**config.mk**
```make
export PLATFORM = sky130hd
export DESIGN_NAME = ex_unit_top
export DESIGN_NICKNAME = d
export VERILOG_FILES = /design/src/common/ex_ctrl_pkg.sv /design/src/common/rv_isa_pkg.sv /design/src/hdl/ex_unit_top.sv /design/src/execute/ex_branch_unit.sv /design/src/execute/ex_operand_stage.sv /design/src/execute/ex_decoder.sv /design/src/execute/ex_alu.sv
export VERILOG_INCLUDE_DIRS = /design/src /design/src/common
export SDC_FILE = /design/constraint.sdc
export NUM_CORES = 1
export LEC_CHECK = 0
export BUFFER_PORTS_ARGS = -buffer_cell sky130_fd_sc_hd__buf_4
export CORE_MARGIN = 8
export CORE_UTILIZATION = 45
export CTS_CLUSTER_SIZE = 12
export DETAILED_ROUTE_END_ITERATION = 6
export PLACE_DENSITY_LB_ADDON = 0.2
export SLEW_MARGIN = 20
export SYNTH_ARGS = -nofsm -noshare
export SYNTH_HDL_FRONTEND = slang
export SYNTH_SLANG_ARGS = --single-unit
```
**constraint.sdc**
```tcl
create_clock -name clk -period 11.25 [get_ports clk]
set_input_delay 0 -clock clk [delete_from_list [all_inputs] [get_ports clk]]
set_output_delay 0 -clock clk [all_outputs]
set_load 0.005 [all_outputs]
```
**src/common/ex_macros.svh**
```systemverilog
// Width macros shared by the execute-stage packages and RTL, pulled in with `include
`ifndef EX_MACROS_SVH
`define EX_MACROS_SVH

// Data path width of RV32I, also the width of every address
`define EX_XLEN 32

// Register specifier width, enough for x0 to x31
`define EX_REG_AW 5

`endif
```
**src/common/ex_ctrl_pkg.sv**
```systemverilog
// Internal control types of the execute stage, shared by decoder, operand stage, ALU and branch unit
`default_nettype none

package ex_ctrl_pkg;

    // ALU operation, eleven codes in a 4-bit field
    typedef enum logic [3:0] {
        ALU_ADD,
        ALU_SUB,
        ALU_SLL,
        ALU_SLT,        // Signed less-than
        ALU_SLTU,       // Unsigned less-than
        ALU_XOR,
        ALU_SRL,
        ALU_SRA,
        ALU_OR,
        ALU_AND,
        ALU_PASS_B      // Result is operand B untouched
    } alu_op_e;

    // Where operand A comes from
    typedef enum logic [1:0] {
        A_RS1,
        A_PC,           // AUIPC and the jumps
        A_ZERO          // LUI
    } op_a_src_e;

    // Where operand B comes from
    typedef enum logic {
        B_RS2,
        B_IMM
    } op_b_src_e;

    // Next-PC behavior of the instruction
    typedef enum logic [1:0] {
        KIND_SEQ,       // Falls through to pc+4
        KIND_BRANCH,    // Conditional, target pc+imm
        KIND_JAL,       // Unconditional, target pc+imm
        KIND_JALR       // Unconditional, target rs1+imm with bit 0 cleared
    } ex_kind_e;

endpackage

`default_nettype wire

```
**src/common/rv_isa_pkg.sv**
```systemverilog
// RV32I instruction encoding types, imported by the decoder and sized through ex_macros.svh
`include "ex_macros.svh"
`default_nettype none

package rv_isa_pkg;

    // Major opcodes handled by the execute stage
    // Anything else decodes as a no-op
    typedef enum logic [6:0] {
        OPC_OP     = 7'b0110011,    // Register-register ALU
        OPC_OP_IMM = 7'b0010011,    // Register-immediate ALU
        OPC_LUI    = 7'b0110111,
        OPC_AUIPC  = 7'b0010111,
        OPC_JAL    = 7'b1101111,
        OPC_JALR   = 7'b1100111,
        OPC_BRANCH = 7'b1100011,
        OPC_LOAD   = 7'b0000011,
        OPC_STORE  = 7'b0100011
    } rv_opcode_e;

    // Register-register view, also used for the S and B immediate pieces
    typedef struct packed {
        logic [6:0]            funct7;
        logic [`EX_REG_AW-1:0] rs2;
        logic [`EX_REG_AW-1:0] rs1;
        logic [2:0]            funct3;
        logic [`EX_REG_AW-1:0] rd;
        logic [6:0]            opcode;
    } rv_r_fields_t;

    // Immediate view with the 12-bit I-format field on top
    typedef struct packed {
        logic [11:0]           imm;
        logic [`EX_REG_AW-1:0] rs1;
        logic [2:0]            funct3;
        logic [`EX_REG_AW-1:0] rd;
        logic [6:0]            opcode;
    } rv_i_fields_t;

    // One 32-bit word seen either way
    typedef union packed {
        rv_r_fields_t r;
        rv_i_fields_t i;
    } rv_instr_u;

endpackage

`default_nettype wire

```
**src/hdl/ex_unit_top.sv**
```systemverilog
// Execute-stage top, two valid/ready pipeline stages from instruction in to write-back and next PC out
`include "ex_macros.svh"
`default_nettype none

module ex_unit_top (
    input  logic                   clk,
    input  logic                   rst,
    input  logic                   in_valid,
    output logic                   in_ready,
    input  logic [31:0]            in_instr,
    input  logic [`EX_XLEN-1:0]    in_pc,
    input  logic [`EX_XLEN-1:0]    in_rs1_value,
    input  logic [`EX_XLEN-1:0]    in_rs2_value,
    output logic                   out_valid,
    input  logic                   out_ready,
    output logic [`EX_REG_AW-1:0]  out_rd,
    output logic                   out_reg_write,
    output logic [`EX_XLEN-1:0]    out_result,
    output logic [`EX_XLEN-1:0]    out_next_pc,
    output logic                   out_branch_taken
);
    import ex_ctrl_pkg::*;

    // Decoder to stage 1
    alu_op_e               dec_alu_op;
    op_a_src_e             dec_a_src;
    op_b_src_e             dec_b_src;
    ex_kind_e              dec_kind;
    logic [2:0]            dec_funct3;
    logic [`EX_REG_AW-1:0] dec_rd;
    logic                  dec_reg_write;
    logic [`EX_XLEN-1:0]   dec_imm;
    // Stage 1 held values
    logic                  s1_valid;
    logic                  s1_ready;
    ex_kind_e              s1_kind;
    logic [2:0]            s1_funct3;
    logic [`EX_REG_AW-1:0] s1_rd;
    logic                  s1_reg_write;
    logic [`EX_XLEN-1:0]   s1_pc;
    logic [`EX_XLEN-1:0]   s1_imm;
    logic [`EX_XLEN-1:0]   s1_rs1_value;
    logic [`EX_XLEN-1:0]   s1_rs2_value;
    logic [`EX_XLEN-1:0]   alu_result;
    // Branch unit
    logic [`EX_XLEN-1:0]   next_pc;
    logic                  branch_taken;
    logic [`EX_XLEN-1:0]   link;
    logic                  is_jump;

    ex_decoder ex_decoder_inst (
        .instr     (in_instr),
        .alu_op    (dec_alu_op),
        .a_src     (dec_a_src),
        .b_src     (dec_b_src),
        .kind      (dec_kind),
        .funct3    (dec_funct3),
        .rd        (dec_rd),
        .reg_write (dec_reg_write),
        .imm       (dec_imm)
    );

    ex_operand_stage ex_operand_stage_inst (
        .clk          (clk),
        .rst          (rst),
        .in_valid     (in_valid),
        .in_ready     (in_ready),
        .alu_op       (dec_alu_op),
        .a_src        (dec_a_src),
        .b_src        (dec_b_src),
        .kind         (dec_kind),
        .funct3       (dec_funct3),
        .rd           (dec_rd),
        .reg_write    (dec_reg_write),
        .imm          (dec_imm),
        .pc           (in_pc),
        .rs1_value    (in_rs1_value),
        .rs2_value    (in_rs2_value),
        .s1_valid     (s1_valid),
        .s1_ready     (s1_ready),
        .s1_kind      (s1_kind),
        .s1_funct3    (s1_funct3),
        .s1_rd        (s1_rd),
        .s1_reg_write (s1_reg_write),
        .s1_pc        (s1_pc),
        .s1_imm       (s1_imm),
        .s1_rs1_value (s1_rs1_value),
        .s1_rs2_value (s1_rs2_value),
        .alu_result   (alu_result)
    );

    ex_branch_unit ex_branch_unit_inst (
        .kind         (s1_kind),
        .funct3       (s1_funct3),
        .pc           (s1_pc),
        .rs1_value    (s1_rs1_value),
        .rs2_value    (s1_rs2_value),
        .imm          (s1_imm),
        .next_pc      (next_pc),
        .branch_taken (branch_taken),
        .link         (link)
    );

    assign is_jump  = (s1_kind == KIND_JAL) || (s1_kind == KIND_JALR);
    // Stage 2 takes a word when empty or when the consumer drains it this cycle
    assign s1_ready = !out_valid || out_ready;

    always_ff @(posedge clk or posedge rst)
    begin
        if (rst)
            out_valid <= 1'b0;
        else if (s1_ready)
            out_valid <= s1_valid;
    end

    // Output payload holds still under back-pressure
    always_ff @(posedge clk)
    begin
        if (s1_valid && s1_ready)
        begin
            out_rd           <= s1_rd;
            out_reg_write    <= s1_reg_write;
            out_result       <= is_jump ? link : alu_result;   // Jumps write pc+4
            out_next_pc      <= next_pc;
            out_branch_taken <= branch_taken;
        end
    end

endmodule

`default_nettype wire

```
**src/execute/ex_branch_unit.sv**
```systemverilog
// Branch compare and next-PC logic, fed by the held stage-1 values and read by the top level
`include "ex_macros.svh"
`default_nettype none

module ex_branch_unit (
    input  ex_ctrl_pkg::ex_kind_e  kind,
    input  logic [2:0]             funct3,
    input  logic [`EX_XLEN-1:0]    pc,
    input  logic [`EX_XLEN-1:0]    rs1_value,
    input  logic [`EX_XLEN-1:0]    rs2_value,
    input  logic [`EX_XLEN-1:0]    imm,
    output logic [`EX_XLEN-1:0]    next_pc,
    output logic                   branch_taken,
    output logic [`EX_XLEN-1:0]    link
);
    import ex_ctrl_pkg::*;

    logic                 cond;         // Branch condition from funct3
    logic [`EX_XLEN-1:0]  pc_target;
    logic [`EX_XLEN-1:0]  reg_target;

    // BEQ, BNE, BLT, BGE, BLTU, BGEU by funct3
    always_comb
    begin
        case (funct3)
            3'b000:  cond = rs1_value == rs2_value;
            3'b001:  cond = rs1_value != rs2_value;
            3'b100:  cond = $signed(rs1_value) <  $signed(rs2_value);
            3'b101:  cond = $signed(rs1_value) >= $signed(rs2_value);
            3'b110:  cond = rs1_value <  rs2_value;
            3'b111:  cond = rs1_value >= rs2_value;
            default: cond = 1'b0;   // 010 and 011 are not branches
        endcase
    end

    assign link       = pc + `EX_XLEN'd4;
    assign pc_target  = pc + imm;
    // JALR drops bit 0 of the sum
    assign reg_target = (rs1_value + imm) & ~`EX_XLEN'd1;

    always_comb
    begin
        case (kind)
            KIND_BRANCH: branch_taken = cond;
            KIND_JAL:    branch_taken = 1'b1;
            KIND_JALR:   branch_taken = 1'b1;
            default:     branch_taken = 1'b0;
        endcase
    end

    assign next_pc = (kind == KIND_JALR) ? reg_target :
                     branch_taken        ? pc_target  : link;

endmodule

`default_nettype wire

```
**src/execute/ex_operand_stage.sv**
```systemverilog
// First execute pipeline register, holding one decoded instruction and feeding its operands to the ALU
`include "ex_macros.svh"
`default_nettype none

module ex_operand_stage (
    input  logic                    clk,
    input  logic                    rst,
    input  logic                    in_valid,
    output logic                    in_ready,
    input  ex_ctrl_pkg::alu_op_e    alu_op,
    input  ex_ctrl_pkg::op_a_src_e  a_src,
    input  ex_ctrl_pkg::op_b_src_e  b_src,
    input  ex_ctrl_pkg::ex_kind_e   kind,
    input  logic [2:0]              funct3,
    input  logic [`EX_REG_AW-1:0]   rd,
    input  logic                    reg_write,
    input  logic [`EX_XLEN-1:0]     imm,
    input  logic [`EX_XLEN-1:0]     pc,
    input  logic [`EX_XLEN-1:0]     rs1_value,
    input  logic [`EX_XLEN-1:0]     rs2_value,
    output logic                    s1_valid,
    input  logic                    s1_ready,
    output ex_ctrl_pkg::ex_kind_e   s1_kind,
    output logic [2:0]              s1_funct3,
    output logic [`EX_REG_AW-1:0]   s1_rd,
    output logic                    s1_reg_write,
    output logic [`EX_XLEN-1:0]     s1_pc,
    output logic [`EX_XLEN-1:0]     s1_imm,
    output logic [`EX_XLEN-1:0]     s1_rs1_value,
    output logic [`EX_XLEN-1:0]     s1_rs2_value,
    output logic [`EX_XLEN-1:0]     alu_result
);
    import ex_ctrl_pkg::*;

    alu_op_e              s1_alu_op;    // Control that only this stage needs
    op_a_src_e            s1_a_src;
    op_b_src_e            s1_b_src;
    logic [`EX_XLEN-1:0]  op_a;
    logic [`EX_XLEN-1:0]  op_b;

    // Takes a new word when empty or when the held one leaves this cycle
    assign in_ready = !s1_valid || s1_ready;

    always_ff @(posedge clk or posedge rst)
    begin
        if (rst)
            s1_valid <= 1'b0;
        else if (in_ready)
            s1_valid <= in_valid;   // Drains to empty when nothing new arrives
    end

    // Payload moves only on a real transfer
    always_ff @(posedge clk)
    begin
        if (in_valid && in_ready)
        begin
            s1_alu_op    <= alu_op;
            s1_a_src     <= a_src;
            s1_b_src     <= b_src;
            s1_kind      <= kind;
            s1_funct3    <= funct3;
            s1_rd        <= rd;
            s1_reg_write <= reg_write;
            s1_pc        <= pc;
            s1_imm       <= imm;
            s1_rs1_value <= rs1_value;
            s1_rs2_value <= rs2_value;
        end
    end

    // Operand A is rs1, the PC, or zero for LUI
    always_comb
    begin
        case (s1_a_src)
            A_RS1:   op_a = s1_rs1_value;
            A_PC:    op_a = s1_pc;
            default: op_a = '0;
        endcase
    end

    assign op_b = (s1_b_src == B_IMM) ? s1_imm : s1_rs2_value;

    // Result is ready in the same cycle as s1_valid
    ex_alu ex_alu_inst (
        .op (s1_alu_op),
        .a  (op_a),
        .b  (op_b),
        .y  (alu_result)
    );

endmodule

`default_nettype wire

```
**src/execute/ex_decoder.sv**
```systemverilog
// Combinational RV32I decoder turning one instruction word into execute-stage control and immediate
`include "ex_macros.svh"
`default_nettype none

module ex_decoder (
    input  rv_isa_pkg::rv_instr_u   instr,
    output ex_ctrl_pkg::alu_op_e    alu_op,
    output ex_ctrl_pkg::op_a_src_e  a_src,
    output ex_ctrl_pkg::op_b_src_e  b_src,
    output ex_ctrl_pkg::ex_kind_e   kind,
    output logic [2:0]              funct3,
    output logic [`EX_REG_AW-1:0]   rd,
    output logic                    reg_write,
    output logic [`EX_XLEN-1:0]     imm
);
    import rv_isa_pkg::*;
    import ex_ctrl_pkg::*;

    logic [31:0]          word;        // Flat copy for the scattered immediate bits
    logic [`EX_XLEN-1:0]  imm_i;
    logic [`EX_XLEN-1:0]  imm_s;
    logic [`EX_XLEN-1:0]  imm_b;
    logic [`EX_XLEN-1:0]  imm_u;
    logic [`EX_XLEN-1:0]  imm_j;
    logic                 writes_rd;   // Opcode class writes a register at all

    // funct3 plus bit 30 pick the ALU operation
    // SUB only exists in register form while SRA exists in both
    function automatic alu_op_e alu_from_funct(input logic [2:0] f3, input logic bit30,
                                               input logic is_reg);
        alu_op_e op;
        case (f3)
            3'b000:  op = (is_reg && bit30) ? ALU_SUB : ALU_ADD;
            3'b001:  op = ALU_SLL;
            3'b010:  op = ALU_SLT;
            3'b011:  op = ALU_SLTU;
            3'b100:  op = ALU_XOR;
            3'b101:  op = bit30 ? ALU_SRA : ALU_SRL;   // SRAI has imm[10] in this spot
            3'b110:  op = ALU_OR;
            default: op = ALU_AND;
        endcase
        return op;
    endfunction

    assign word   = instr;
    assign funct3 = instr.r.funct3;
    assign rd     = instr.r.rd;

    // Every immediate except U is sign-extended from bit 31
    assign imm_i = {{20{word[31]}}, instr.i.imm};
    assign imm_s = {{20{word[31]}}, instr.r.funct7, instr.r.rd};
    assign imm_b = {{19{word[31]}}, word[31], word[7], word[30:25], word[11:8], 1'b0};
    assign imm_u = {word[31:12], 12'b0};
    assign imm_j = {{11{word[31]}}, word[31], word[19:12], word[20], word[30:21], 1'b0};

    always_comb
    begin
        // Defaults describe the no-op that an unknown opcode becomes
        alu_op    = ALU_ADD;
        a_src     = A_RS1;
        b_src     = B_IMM;
        kind      = KIND_SEQ;
        imm       = imm_i;
        writes_rd = 1'b0;
        case (instr.r.opcode)
            OPC_OP:
            begin
                alu_op    = alu_from_funct(instr.r.funct3, instr.r.funct7[5], 1'b1);
                b_src     = B_RS2;
                writes_rd = 1'b1;
            end
            OPC_OP_IMM:
            begin
                alu_op    = alu_from_funct(instr.i.funct3, instr.r.funct7[5], 1'b0);
                writes_rd = 1'b1;
            end
            OPC_LUI:
            begin
                alu_op    = ALU_PASS_B;    // Upper immediate goes straight to rd
                a_src     = A_ZERO;
                imm       = imm_u;
                writes_rd = 1'b1;
            end
            OPC_AUIPC:
            begin
                a_src     = A_PC;
                imm       = imm_u;
                writes_rd = 1'b1;
            end
            OPC_JAL:
            begin
                a_src     = A_PC;          // The branch unit forms the target and rd gets the link
                kind      = KIND_JAL;
                imm       = imm_j;
                writes_rd = 1'b1;
            end
            OPC_JALR:
            begin
                kind      = KIND_JALR;
                writes_rd = 1'b1;
            end
            OPC_BRANCH:
            begin
                alu_op = ALU_SUB;          // Compare happens in the branch unit
                b_src  = B_RS2;
                kind   = KIND_BRANCH;
                imm    = imm_b;
            end
            OPC_LOAD:   writes_rd = 1'b1;  // Result is the effective address
            OPC_STORE:  imm = imm_s;       // Stores form the address and write nothing back
            default:    writes_rd = 1'b0;
        endcase
    end

    // A write to the hardwired x0 is dropped here
    assign reg_write = writes_rd && (instr.r.rd != '0);

endmodule

`default_nettype wire

```
**src/execute/ex_alu.sv**
```systemverilog
// Combinational RV32I ALU, driven from the operand stage with a selected op and two operands
`include "ex_macros.svh"
`default_nettype none

module ex_alu (
    input  ex_ctrl_pkg::alu_op_e  op,
    input  logic [`EX_XLEN-1:0]   a,
    input  logic [`EX_XLEN-1:0]   b,
    output logic [`EX_XLEN-1:0]   y
);
    import ex_ctrl_pkg::*;

    logic [4:0] shamt;     // RV32I shifts look at the low 5 bits only
    logic       lt_s;
    logic       lt_u;

    assign shamt = b[4:0];
    assign lt_s  = $signed(a) < $signed(b);
    assign lt_u  = a < b;

    always_comb
    begin
        case (op)
            ALU_ADD:    y = a + b;
            ALU_SUB:    y = a - b;
            ALU_SLL:    y = a << shamt;
            ALU_SLT:    y = {{(`EX_XLEN-1){1'b0}}, lt_s};
            ALU_SLTU:   y = {{(`EX_XLEN-1){1'b0}}, lt_u};
            ALU_XOR:    y = a ^ b;
            ALU_SRL:    y = a >> shamt;
            ALU_SRA:    y = $signed(a) >>> shamt;   // Sign bit fills in from the left
            ALU_OR:     y = a | b;
            ALU_AND:    y = a & b;
            ALU_PASS_B: y = b;
            default:    y = '0;                     // Unused codes give zero
        endcase
    end

endmodule

`default_nettype wire

```
Word level (Yosys, flattened, before mapping). Index checks and enable logic that the tools add are counted.

Eq/ne operators: 36. Bitwise gates (word level): 3. Reductions and logical operators: 18. Multiplexer cells: 18. Magnitude comparators: 6. $add $sub $neg: 5. Shift operators: 3.

Operator list (number): $pmux W32 S11 (1); $lt A32 B32 Y1 (4); $mux W32 (4); $pmux W31 S4 (1); $add A32 B32 Y32 (3); $ge A32 B32 Y1 (2); $pmux W32 S2 (1); $pmux W4 S7 (2); $add A32 B3 Y32 const B (1); $and A32 B32 Y32 (1); $eq A32 B32 Y1 (1); $ne A32 B32 Y1 (1); $or A32 B32 Y32 (1); $shl A32 B5 Y32 (1); $shr A32 B5 Y32 (1); $sshr A32 B5 Y32 (1); $sub A32 B32 Y32 (1); $xor A32 B32 Y32 (1); $eq A3 B3 Y1 const B (7); $eq A7 B6 Y1 const B (3); $eq A7 B7 Y1 const B (3); $eq A4 B3 Y1 const B (4); $pmux W4 S4 (1); $eq A7 B5 Y1 const B (2); other kinds (22) (41).

Register bits: 219. Bits of input ports: 132. Logic and storage cells: 108.

Longest topological paths before layout. Gate-level depths: netlist (run 1).

Word-level depth: 5. Depth in mapped cells: 17. Depth with buffers taken out: 14.

Hierarchy. Synthesis (run 1) repeated with hierarchy kept, for this count alone.

Cells, all modules: 2590. Area, all modules: 23142.2 µm².

By module, submodules not included: ex_alu (cells an instance 1362, instances 1, area an instance 9096.2 µm², sequential area each 0.0 µm²); ex_operand_stage (cells an instance 258, instances 1, area an instance 5469.0 µm², sequential area each 4409.2 µm²); ex_branch_unit (cells an instance 763, instances 1, area an instance 5205.0 µm², sequential area each 0.0 µm²); ex_unit_top (cells an instance 112, instances 1, area an instance 2723.9 µm², sequential area each 2157.1 µm²); ex_decoder (cells an instance 95, instances 1, area an instance 648.1 µm², sequential area each 0.0 µm²).

Worst setup path before layout (run 1). OpenSTA, ideal clock, no wires.

Path kind: register to register. Start point: reg out_valid. End point: reg ex_operand_stage_inst.s1_a_src[0] (enable). Stages on the path, launching flop included: 3. Clock period less this slack: 4.436 ns. Arrival: 3.912 ns. Setup slack: 6.814 ns. Setup time: 0.524 ns. Buffers on the path: 0. Cells stage by stage: dfrtp_1 nand3b_1 and2_1.

Cells in the longest elaborated chain, start to end: 4.

RTL lines: from (decl) (line ex_unit_top.sv:14) `output logic out_valid,`; from (signal assigned) (line ex_unit_top.sv:113) `out_valid <= s1_valid;`; $logic_not A1 Y1 (line ex_unit_top.sv:106) `assign s1_ready = !out_valid || out_ready;`; $logic_or A1 B1 Y1 (line ex_unit_top.sv:106); $logic_or A1 B1 Y1 (line ex_operand_stage.sv:42) `assign in_ready = !s1_valid || s1_ready;`; net in_ready (line ex_unit_top.sv:9) `output logic in_ready,`; $logic_and A1 B1 Y1 (line ex_operand_stage.sv:55) `if (in_valid && in_ready)`; to (signal assigned) (line ex_operand_stage.sv:58) `s1_a_src <= a_src;`; to (decl) (line ex_operand_stage.sv:36) `op_a_src_e s1_a_src;`.

The timed path passes the listed nets, and every way through them passes these cells. A chain may end at the register's enable or synchronous reset.

Final worst setup path (run 1).
Start point: reg ex_operand_stage_inst.s1_b_src. End point: reg out_result[25] (data pin).

Cells in the longest elaborated chain, start to end: 4. Elaborated cells between the ends (all ways): 11. Classes of those cells: add/sub: 2; shift: 3; mux: 3; bitwise: 3.

RTL lines: from (decl) (line ex_operand_stage.sv:37) `op_b_src_e s1_b_src;`; from (signal assigned) (line ex_operand_stage.sv:59) `s1_b_src <= b_src;`; $mux W32 (*) (line ex_operand_stage.sv:81) `assign op_b = (s1_b_src == B_IMM) ? s1_imm : s1_rs2_value;`; $sub A32 B32 Y32, or another cell as far along (line ex_alu.sv:25) `ALU_SUB: y = a - b;`; $pmux W32 S11 (*) (line ex_alu.sv:23) `case (op)`; $mux W32 (*) (line ex_unit_top.sv:123) `out_result <= is_jump ? link : alu_result;`; to (signal assigned) (line ex_unit_top.sv:123); to (decl) (line ex_unit_top.sv:18) `` output logic [`EX_XLEN-1:0] out_result, ``.

Mark *: on every way between the ends. The rest lies on a longest branch, timed or not.

==> reports/metrics.yaml, run 1 <==
finalNetCount: 3150
core_area_um2: 48850
tns_ns: 0
drc: 0
finalCritPeriodShare_pct: 50.76
dr.max_layer_used: "met4"
synth_seq_area_share_pct: 29.53
period_needed_ns: 5.711
p_per_area_nw_per_um2: 116.2
ant_nets: 0
skew_ns: 0.04292
cts.sinks: 219
drv_slew: 0
rsz0062_at_grt: "false"
wl_met3_mm: 10.16
route.vias.total: 23160
slew_headroom_pct: 13.22
portBuffers: 204
synth-seq-cells: 219
crit_type: "flop to flop"
cts_tree: "yes"
clk_latency_ns: 0.58
fin_ws_ns: 5.539
yosysMostFrequentCell: "nor2_1"
cts_max_path_buffers: 3
syn-cell-area_um2: 22240
rows: 81
grt_pass1_vias: 22370
grt_pass1_wl_mm: 149.3
arrival_ns: 6.01
syn_area_per_cell_um2: 8.711
worst_slew_pin_slew_ns: 1.298
start_util_pct: 45.53
route.met2.wl_mm: 46.45
die_x_um: 238.3
wl_met1_mm: 42.02
drive_gt1_share_pct: 13.11
cts_buffers: 26
ios: 205
ir_drop_uv: 174.2
fillers: 4491
cp_max_fo: 61
clk_pin_slew_worst_paths_ns: 0.06
synth_common_cells: "nor2_1 (234), edfxtp_1 (217), nand2_1 (200), ha_1 (195), o21ai_0 (189)"
cp-start-kind: "flop"
grt-ovfl-total: 0
setup_viol: 0
synth_fp_nets: 2884
root_buffer: "clkbuf_16"
outcome: "finished clean"
wl_mm: 102.9
synth_ff_type: "edfxtp_1"
synth_edf_count: 217
fp.dieArea_um2: 56790
synthArstFlopShare_pct: 0.9132
syn_inst: 2553
synth_area_leader_cell: "edfxtp_1"
track_usage_pct: 34.85
dr.pass1.iters: 6
antenna_found_initial: 1
cts_setup_buffers: 0
p_leak_nw: 10.76
ys_top_cells_by_area: "edfxtp_1 (29%), ha_1 (11%), mux2i_1 (4.6%)"
drv_cap: 0
wl_per_cell_um: 29.38
via_per_inst: 6.611
post-place-ws_ns: 5.838
area_growth_pct: 19.16
first_iter_violations: 2979
end_kind: "flop"
die_h_um: 238.3
h-tree-depth: 1
grt_max_degree: 62
gp_congestion: 1.034
synth_top_area_share_pct: 29.30
hold_class: "primary input to flop"
cts_resized: 0
max_clock_freq_ghz: 0.1751
crit_required_ns: 11.55
yosys_warnings: 0
hpwl_mm: 78.30
power.total_mw: 3.079
hold_viol: 0
ys_types: 99
[per-stage QoR]
stage | area (um^2) | hold slack [ns] | cells | utilization [%]
after detailed placement | 24310 | -0.1377 | 3319 | 49.77
after global routing | 26490 | 0.1380 | 3501 | 54.24
final | 26500 | 0.1572 | 3503 | 54.25
after floorplan | 22240 | -0.2588 | 2553 | -
after global placement | 24310 | -0.1405 | 3319 | 49.77
after CTS | 26490 | 0.1313 | 3501 | 54.24
[layout make-up]
class	instances	area (um^2)	share of cell area, %
clock inverters	15	130.1	0.4911
multi-input cells	2043	14520	54.78
diodes	2	5.005	0.01889
inverters	147	551.8	2.082
clock buffers	31	690.7	2.606
repair buffers	382	3208	12.11
well taps	664	830.8	3.135
flip-flops and latches	219	6566	24.78
[registers in the layout, indices dropped and copies added (netlist names)]
signal	flops
ex_operand_stage_inst.s1_a_src	2
ex_operand_stage_inst.s1_alu_op	4
ex_operand_stage_inst.s1_b_src	1
ex_operand_stage_inst.s1_funct3	3
ex_operand_stage_inst.s1_imm	32
ex_operand_stage_inst.s1_kind	2
ex_operand_stage_inst.s1_pc	32
ex_operand_stage_inst.s1_rd	5
ex_operand_stage_inst.s1_reg_write	1
ex_operand_stage_inst.s1_rs1_value	32
ex_operand_stage_inst.s1_rs2_value	32
ex_operand_stage_inst.s1_valid	1
out_branch_taken	1
out_next_pc	32
out_rd	5
out_reg_write	1
out_result	32
out_valid	1
[repair_timing]
item,CTS,global route
endpoints found under the hold margin,144,0
endpoints found under the setup margin,0,0
hold buffers,136,0
[worst max-delay path: stages (launching register included)]
cell       delay, ns
edfxtp_1        0.32
buf_4           0.57
mux2i_4         0.36
buf_4           0.67
ha_1            0.39
nand2b_1        0.17
a221o_1         0.38
a2111oi_2       1.08
o21ai_1         0.35
and3b_1         0.31
o21bai_1        0.17
xnor2_1         0.08
a2111oi_0       0.42
o21ai_1         0.10
[cells in the final DEF, fill, tap and decap left out, drive strengths merged, types with 66 or more instances in the layout]
cell type    count
buf            246
nor2           243
edfxtp         217
o21ai          206
nand2          200
ha             195
a21oi          176
inv            147
dlygate4sd3    136
mux2i          106
xnor2           66
[logic make-up after synthesis]
logic type	count (synthesis)	synth area share, %
adder cells (fa/ha/maj)	199	11.33
buffers and inverters	291	5.547
XOR/XNOR	94	3.702
flip-flops	219	29.53
multiplexers	138	7.978
AO/OA/AOI/OAI	861	25.92
AND/OR/NAND/NOR	751	16.00
[layer usage]
metal | track usage (%) | up-vias
met3 | 6.345 | 249
met2 | 55.60 | 1451
li1 | - | 10220
met4 | 13.32 | 0
met1 | 46.64 | 11240
met5 | 0 | -
[path summary, 6_finish.rpt]
kind                                           startpoint                                     end  cells past startpoint  slack (ns)
hold / removal                           in_rs2_value[18]  ex_operand_stage_inst.s1_rs2_value[18]                      2        0.16
max in group asynchronous                             rst                               out_valid                      4       10.68
setup / recovery           ex_operand_stage_inst.s1_b_src                          out_result[25]                     13        5.54
min in group asynchronous                             rst          ex_operand_stage_inst.s1_valid                      4        0.46
hold reg to reg            ex_operand_stage_inst.s1_rd[4]                               out_rd[4]                      0        0.43
setup reg to reg           ex_operand_stage_inst.s1_b_src                          out_result[25]                     13        5.54
[power by group]
part / total (mW) / internal, mW / switching [mW]
Sequential: 1.05 / 0.987 / 0.0627
Clock: 0.846 / 0.482 / 0.364
Combinational: 1.18 / 0.446 / 0.737
Total: 3.08 / 1.91 / 1.16
Power figures use the tool's default switching activity.
==> inputs of run 2 (changes only) <==
==> constraint.sdc (replaced) <==
create_clock -name clk -period 5.6 [get_ports clk]
set_input_delay 0 -clock clk [delete_from_list [all_inputs] [get_ports clk]]
set_output_delay 0 -clock clk [all_outputs]
set_load 0.005 [all_outputs]
==> run 2 against run 1 <==
Final cell count increased by 0.51%. Sequential power increased by 100%. Clock-buffer cell count increased by 5. Maximum frequency increased by 8.6%. Register-to-register slack got worse by 5.2 ns. Clock skew decreased by 0.020 ns. Critical endpoint is now out_result[17].
==> reports/metrics.yaml, run 2 (same netlist as run 1, synthesis figures left out) <==
die_h_um: 238.3
cts_setup_buffers: 0
internal_power_mw: 3.982
p_per_area_nw_per_um2: 238.5
area_growth_pct: 20.00
hold_class: "primary input to flop"
max_clock_freq_ghz: 0.1902
grt_pass1_vias: 22530
ir_drop_uv: 254.4
grt_max_degree: 67
drc: 0
p_sw_share_pct: 37.43
h-tree-depth: 1
gp_congestion: 1.017
fin_hold_ws_ns: 0.1460
portBuffers: 204
drv_slew: 0
pwr-share-comb_pct: 37.7
dr.pass1.iters: 6
wl_per_cell_um: 29.72
finalCritPeriodShare_pct: 93.87
cp-start-kind: "flop"
route.vias.total: 23410
crit_chain: "mux2i_1, inv_1, ha_1, nor2b_1, nor3_1, o211ai_1, a31oi_1, a21oi_1, o221ai_1, xnor2_1, a2111oi_0, o21ai_1"
p_leak_nw: 10.87
tns_ns: 0
drive_gt1_share_pct: 13.74
drv_cap: 0
antenna_found_initial: 3
crit_cells: 12
die_x_um: 238.3
arrival_ns: 5.58
skew_ns: 0.02299
hold_viol: 0
cts_max_path_buffers: 3
layout_common_cells: "buf_4 (261), nor2_1 (230), edfxtp_1 (217)"
cts.sinks: 219
cp_max_fo: 15
cts_buffers: 27
cts_resized: 0
end_kind: "flop"
finalNetCount: 3164
root_buffer: "clkbuf_16"
crit_required_ns: 5.92
power.switching_mw: 2.382
first_iter_violations: 3505
wl_mm: 104.7
max_stage_delay_ns: 0.87
rsz0062_at_grt: "false"
core_area_um2: 48850
hpwl_mm: 79.93
period_needed_ns: 5.257
via_per_inst: 6.648
worst_slew_pin_slew_ns: 1.109
ff2ff_path_depth: 12
utilization_pct: 54.63
crit_family: "compound AO/OA/AOI/OAI gates"
fillers: 4501
critPathSlowestCell: "edfxtp_1"
rows: 81
placed_area_um2: 24440
layout_commonest_cell: "buf_4"
power_frac_clock_pct: 28.9
cts_tree: "yes"
clk_latency_ns: 0.58
p_seq_share_pct: 33.4
start_util_pct: 45.53
grt-ovfl-total: 0
critPathBufInv: 1
clk_pin_slew_worst_paths_ns: 0.07
crit_type: "flop to flop"
grt_pass1_wl_mm: 150.5
slew_headroom_pct: 25.14
ios: 205
track_usage_pct: 35.27
setup_viol: 0
hold_depth: 2
outcome: "finished clean"
fp.dieArea_um2: 56790
design_area_um2: 26690
hold_buffers: 133
ant_nets: 0
==> run 2: worst paths after layout <==
| check | start | end | slack [ns] |
|---|---|---|---|
| worst max-delay path | ex_operand_stage_inst.s1_b_src | out_result[17] | 0.34 |
| worst min-delay path | in_rs2_value[4] | ex_operand_stage_inst.s1_rs2_value[4] | 0.15 |
| worst max register to register | ex_operand_stage_inst.s1_b_src | out_result[17] | 0.34 |
| worst min register to register | ex_operand_stage_inst.s1_rd[3] | out_rd[3] | 0.43 |
| max in group asynchronous | rst | out_valid | 5.01 |
| min in group asynchronous | rst | ex_operand_stage_inst.s1_valid | 0.48 |
==> run 2: per-stage QoR <==
step	power (mW)	std cells	setup WS, ns
global route	6.583	3519	0.1339
detailed placement	4.380	3335	0.5959
CTS	6.291	3518	0.5714
finish	6.365	3521	0.3430
global placement	4.369	3335	0.6158
floorplan	3.521	2553	1.164
==> run 2: worst register-to-register path, stage by stage, from the launching register on <==
cell and delay (ns):
edfxtp_1 0.87, mux2i_1 0.66, inv_1 0.14, ha_1 0.44
nor2b_1 0.20, nor3_1 0.31, o211ai_1 0.36, a31oi_1 0.55
a21oi_1 0.24, o221ai_1 0.46, xnor2_1 0.14, a2111oi_0 0.53
o21ai_1 0.11
==> run 2: power by group through the flow <==
stage          clock network (mW)  registers [mW]  logic, mW
5_1_grt                      1.91            2.13       2.54
3_3_place_gp                    0            2.15       2.22
6_report                     1.84            2.12       2.40
4_1_cts                      1.86            2.12       2.32
2_1_floorplan                   0            2.09       1.43
3_5_place_dp                    0            2.15       2.23
==> run 2: metal layers <==
layer  vias to the layer above  wire (um)  global-route usage [%]
li1                      10260          -                       -
met1                     11250      41950                   46.98
met2                      1591      45030                   53.49
met3                       301      11450                   7.649
met4                         2       6220                   18.07
met5                         -         13                       0
==> run 2: area by class of cell <==
cell class | instances | area (um^2) | area share, %
clock inverters | 14 | 187.7 | 0.7033
repair buffers | 395 | 3311 | 12.41
clock buffers | 36 | 719.4 | 2.696
multi-input cells | 2043 | 14510 | 54.38
flip-flops and latches | 219 | 6566 | 24.61
diodes | 3 | 7.507 | 0.02813
well taps | 664 | 830.8 | 3.113
inverters | 147 | 551.8 | 2.068
